## src/hdl/patch_pkg.sv

```systemverilog
// patch match package with pixel and patch constants and the patch word views
package patch_pkg;

  // pixel geometry, fixed here since the union below depends on it
  localparam int PIX_WIDTH = 11;
  localparam int PATCH_SIZE = 5;
  localparam int PATCH_WIDTH = PIX_WIDTH * PATCH_SIZE;

  // five differences of at most 2047 fit in 14 bits
  localparam int SCORE_WIDTH = 14;

  // consumer queue depth, also the memory's starting consumer credits
  localparam int SAD_CREDITS = 2;

  // one patch word seen two ways
  // raw is what the memory stores and moves
  // pix indexes single pixels, pixel 0 is the first to arrive (low bits)
  typedef union packed {
    logic [PATCH_WIDTH-1:0]               raw;
    logic [PATCH_SIZE-1:0][PIX_WIDTH-1:0] pix;
  } patch_word_u;

endpackage
```

## src/hdl/patch_sad_unit.sv

```systemverilog
`timescale 1ns/1ps
// patch sad unit, queues stored patches and scores each one against the template
module patch_sad_unit (
  input  logic                              clk,
  input  logic                              rst,
  input  logic                              rd_valid,
  input  patch_pkg::patch_word_u            rd_patch,
  output logic                              sad_credit,
  input  patch_pkg::patch_word_u            template_pix,
  output logic [patch_pkg::SCORE_WIDTH-1:0] score,
  output logic                              score_valid,
  input  logic                              score_ready
);
  import patch_pkg::*;

  localparam int QIDX_WIDTH = $clog2(SAD_CREDITS);
  localparam int QCNT_WIDTH = $clog2(SAD_CREDITS + 1);
  localparam logic [QIDX_WIDTH-1:0] QLAST = QIDX_WIDTH'(SAD_CREDITS - 1);
  localparam logic [QCNT_WIDTH-1:0] QFULL = QCNT_WIDTH'(SAD_CREDITS);

  patch_word_u            q_mem [SAD_CREDITS];
  logic [QIDX_WIDTH-1:0]  q_wr_idx;
  logic [QIDX_WIDTH-1:0]  q_rd_idx;
  logic [QCNT_WIDTH-1:0]  q_count;
  logic                   q_empty;
  patch_word_u            head;
  logic                   head_valid;
  logic                   pop;
  logic                   q_push;
  logic                   q_pop;
  logic [SCORE_WIDTH-1:0] head_sad;

  assign q_empty = (q_count == '0);

  // empty queue passes the arriving patch straight through
  assign head       = q_empty ? rd_patch : q_mem[q_rd_idx];
  assign head_valid = !q_empty || rd_valid;

  assign pop        = head_valid && (!score_valid || score_ready);
  assign q_push     = rd_valid && !(q_empty && pop);
  assign q_pop      = pop && !q_empty;
  assign sad_credit = pop;  // entry leaves, memory may read again

  always_comb begin
    head_sad = '0;
    for (int i = 0; i < PATCH_SIZE; i++) begin
      if (head.pix[i] > template_pix.pix[i]) begin
        head_sad = head_sad + SCORE_WIDTH'(head.pix[i] - template_pix.pix[i]);
      end else begin
        head_sad = head_sad + SCORE_WIDTH'(template_pix.pix[i] - head.pix[i]);
      end
    end
  end

  always_ff @(posedge clk) begin
    if (q_push) begin
      q_mem[q_wr_idx] <= rd_patch;
    end
    if (pop) begin
      score <= head_sad;
    end
  end

  always_ff @(posedge clk) begin
    if (rst) begin
      q_wr_idx    <= '0;
      q_rd_idx    <= '0;
      q_count     <= '0;
      score_valid <= 1'b0;
    end else begin
      if (q_push) begin
        q_wr_idx <= (q_wr_idx == QLAST) ? '0 : q_wr_idx + 1'b1;
      end
      if (q_pop) begin
        q_rd_idx <= (q_rd_idx == QLAST) ? '0 : q_rd_idx + 1'b1;
      end
      q_count <= q_count + QCNT_WIDTH'(q_push) - QCNT_WIDTH'(q_pop);
      if (pop) begin
        score_valid <= 1'b1;
      end else if (score_ready) begin
        score_valid <= 1'b0;
      end
    end
  end

  // memory credits guarantee room for every arriving patch
  assert property (@(posedge clk) disable iff (rst) rd_valid |-> q_count < QFULL)
    else $error("patch_sad_unit: patch arrived with queue full");

endmodule

```

## config.mk

```make
export PLATFORM = sky130hd
export DESIGN_NAME = patch_sad_unit
export DESIGN_NICKNAME = d
export VERILOG_FILES = /design/src/hdl/patch_pkg.sv /design/src/hdl/patch_sad_unit.sv
export SDC_FILE = /design/constraint.sdc
export NUM_CORES = 1
export LEC_CHECK = 0
export BUFFER_PORTS_ARGS = -buffer_cell sky130_fd_sc_hd__buf_2
export CORE_MARGIN = 4
export CORE_UTILIZATION = 55
export CTS_BUF_LIST = sky130_fd_sc_hd__clkbuf_16
export DETAILED_ROUTE_END_ITERATION = 7
export GPL_TIMING_DRIVEN = 0
export PLACE_DENSITY = 0.75
export SYNTH_ARGS = -nofsm -noshare
export SYNTH_HDL_FRONTEND = slang
export SYNTH_SLANG_ARGS = --single-unit
```

## constraint.sdc

```tcl
create_clock -name clk -period 10.7 [get_ports clk]
set_input_delay 2.14 -clock clk [delete_from_list [all_inputs] [get_ports clk]]
set_output_delay 2.14 -clock clk [all_outputs]
set_load 0.03 [all_outputs]
```

==> flow_summary.rst <==
.. list-table::
   :header-rows: 1

   * - Metric
     - Value
   * - Maximum net fanout on the critical path
     - 10
   * - Number of DRC violations after detailed routing
     - 0
   * - Area of the core
     - 0.02196 mm^2
   * - CTS clk-pin slew, worst paths
     - 60 ps
   * - Post-synth EDFFs
     - 124
   * - Count of max-cap constraint violations
     - 0
   * - Fraction of synthesized cell area taken by the top area cell type
     - 0.3023
   * - Net count after synthesis
     - 1,603
   * - Average cell area after synthesis
     - 9.387 um^2
   * - CTS Buf Count
     - 17
   * - Most area-consuming cells after synthesis
     - sky130_fd_sc_hd__edfxtp_1, sky130_fd_sc_hd__ha_1, sky130_fd_sc_hd__mux2i_1, sky130_fd_sc_hd__inv_1, sky130_fd_sc_hd__xnor2_1
   * - H-tree lvl count
     - 4
   * - Worst-skew pair later-pin latency
     - 430 ps
   * - Number of global-route vias before repair
     - 9,686
   * - Maximum number of pins on one net before global-route repair
     - 31
   * - Data arrival time at the worst-slack endpoint
     - 10,160 ps
   * - Sequential-to-total area share from yosys stat
     - 0.3121
   * - Final ANT Viol Nets
     - 0
   * - Nets
     - 1,755
   * - Final Core Density
     - 0.6386
   * - Register bit total from synthesis
     - 130
   * - Synth area leader
     - sky130_fd_sc_hd__edfxtp_1
   * - Final global-route overflow total
     - 0
   * - Crit-path leading delay family
     - compound AO/OA/AOI/OAI gates
   * - Commonest non-fill, non-tap cell in the layout
     - sky130_fd_sc_hd__ha_1
   * - Setup Skew
     - 7.081 ps
   * - Number of placement rows
     - 54
   * - Slowest cell on the critical path
     - sky130_fd_sc_hd__clkbuf_1
   * - Maximum single-stage delay on the critical path
     - 710 ps
   * - 1st-iter DRT viols
     - 646
   * - Post-CTS setup buffer count
     - 0
   * - Maximum clock path buffer count
     - 2
   * - Endpoint required time on the critical path
     - 10,920 ps
   * - Clock tree from TritonCTS
     - done
   * - Path type of the worst setup path
     - flip-flop to flip-flop
   * - CP Buf/Inv Count
     - 4
   * - Initial Util
     - 0.5609
   * - Outcome
     - finished, final reports clean
   * - Setup tns final
     - 0 ps
   * - GRT Total Usage
     - 0.2407
   * - Number of buffer cells added on primary ports
     - 129
   * - Crit start category
     - flip-flop
   * - Root Buffer
     - sky130_fd_sc_hd__clkbuf_16
   * - Antenna fix cells
     - 0
   * - Total die area
     - 0.02485 mm^2
   * - Async set-or-reset flop fraction in the synthesized netlist
     - 0
   * - Routed via count
     - 9,999
   * - Share of post-route cells with drive strength above 1
     - 0.1449
   * - Die outline width
     - 157.6 um
   * - Area growth from synthesis to layout
     - 13.86%
   * - Combined area of all synthesized cells
     - 0.01232 mm^2
   * - Setup repair after global routing missed its margin
     - false
   * - Crit path capture type
     - flip-flop
   * - Detailed-routing iteration count for the pre-antenna-repair pass
     - 7
   * - Final-report setup violation count
     - 0
   * - Hold Buf Count CTS
     - 0
   * - Number of antenna violations at the first check in global routing
     - 0
   * - Final HPWL DP
     - 23,720 um
   * - Worst Hold Class
     - flip-flop to flip-flop
   * - Post-detailed-routing wire length
     - 30,120 um
   * - Final critical-path required period
     - 9939 ps
   * - Part of the cycle the worst path needs
     - 0.9289
   * - Die Y-Extent
     - 157.6 um
   * - Measured slew at the worst slew-check pin
     - 959.6 ps
   * - Average wire per cell in the routed design
     - 17.14 um
   * - Highest achievable clock rate
     - 100.6 MHz
   * - Number of placed I/O pins
     - 130
   * - Wire length of the first global-routing pass
     - 47,380 um
   * - Clock sinks
     - 130
   * - Number of distinct library cells after synthesis
     - 72
   * - Final hold violations
     - 0
   * - Top_reg_cell synth
     - sky130_fd_sc_hd__edfxtp_1
   * - Post-CTS Resized
     - 0
   * - Number of standard cells after synthesis
     - 1,312
   * - Final GP Congestion
     - 0.8890
   * - Worst relative slew slack
     - 0.3603
   * - Ratio of routed vias to standard cells
     - 5.691
   * - Most frequent cells in the layout
     - sky130_fd_sc_hd__ha_1, sky130_fd_sc_hd__inv_1, sky130_fd_sc_hd__buf_2
   * - Final Slew Violations
     - 0
   * - Syn. warnings
     - 0
==> cells in the mapped netlist (3+ instances only) <==
library cell               count
sky130_fd_sc_hd__ha_1        163
sky130_fd_sc_hd__inv_1       158
sky130_fd_sc_hd__edfxtp_1    124
sky130_fd_sc_hd__nand2_1     107
sky130_fd_sc_hd__a21oi_1      80
sky130_fd_sc_hd__nor2_1       79
sky130_fd_sc_hd__mux2i_1      74
sky130_fd_sc_hd__o21a_1       69
sky130_fd_sc_hd__xnor2_1      61
sky130_fd_sc_hd__o21ai_0      56
sky130_fd_sc_hd__a21o_1       49
sky130_fd_sc_hd__clkbuf_1     30
sky130_fd_sc_hd__xor2_1       26
sky130_fd_sc_hd__nor3_1       24
sky130_fd_sc_hd__nor2b_1      20
sky130_fd_sc_hd__mux2_2       19
sky130_fd_sc_hd__fa_1         14
sky130_fd_sc_hd__nand3_1      14
sky130_fd_sc_hd__o21bai_1     14
sky130_fd_sc_hd__a31oi_1      10
sky130_fd_sc_hd__a21boi_0      8
sky130_fd_sc_hd__a211oi_1      7
sky130_fd_sc_hd__nand2b_1      7
sky130_fd_sc_hd__nand4_1       7
sky130_fd_sc_hd__dfxtp_1       6
sky130_fd_sc_hd__o211ai_1      6
sky130_fd_sc_hd__and3_1        5
sky130_fd_sc_hd__buf_2         5
sky130_fd_sc_hd__o41ai_1       4
sky130_fd_sc_hd__or3_1         4
sky130_fd_sc_hd__a221o_1       3
sky130_fd_sc_hd__a22oi_1       3
sky130_fd_sc_hd__buf_1         3
sky130_fd_sc_hd__o21ai_1       3
sky130_fd_sc_hd__o31ai_1       3
==> final timing paths <==
path | from | to | slack (ps) | cells after the start
worst max register to register | flip-flop | score[13]$_DFFE_PP_ | 760 | 40
worst min-delay path | q_rd_idx$_SDFFE_PP0P_ | flip-flop | 560 | 2
worst max-delay path | flip-flop | score[13]$_DFFE_PP_ | 760 | 40
worst min register to register | q_rd_idx$_SDFFE_PP0P_ | flip-flop | 560 | 2
==> registers in the layout (all words and copies together), names as in the netlist, named ones only <==
signal and cells:
q_wr_idx 1, q_mem 110, q_count 2, score 14
q_rd_idx 1, score_valid 1
==> final cells by class <==
class,count,area (um^2)
fill,1784,7936
buffer,41,176.4
tap,280,350.3
timing repair buffer,133,740.7
clock buffer,17,425.4
sequential,130,3844
clock inverter,15,172.7
inverter,158,593.1
multi-input combinational,983,7720
==> layer usage <==
layer  vias to the layer above  GRT usage  part of all wire
met5                         -          0                 0
met4                         0    0.06719             0.019
met3                        48    0.04429             0.069
met2                       325     0.3950              0.46
met1                      4689     0.3280              0.45
li1                       4937          -                 -
==> cell families after synthesis <==
kind of cell / synth area share
flops: 0.3121
simple gates: 0.1046
xor+xnor: 0.06370
buf+inv: 0.06248
mux: 0.07752
compound gates: 0.1912
fa+ha+maj: 0.1884
==> worst min-delay path, stage by stage (launching register included) <==
cell	delay (ps)
sky130_fd_sc_hd__dfxtp_1	320
sky130_fd_sc_hd__xnor2_1	100
sky130_fd_sc_hd__nor2_1	90
==> through the flow <==
step	area (um^2)	setup slack [ps]	hold slack, ps	cells
after CTS	14020	860.8	559.6	1757
after detailed placement	13420	639.4	506.1	1725
after floorplan	12320	1645	481.3	1312
final	14020	760.9	556.0	1757
after global placement	13310	745.0	497.3	1721
after global routing	14020	25.98	611.4	1757
Power is left out: the tool's default activity adds up to more than one toggle a clock period on the data nets, which glitch-free logic cannot reach.
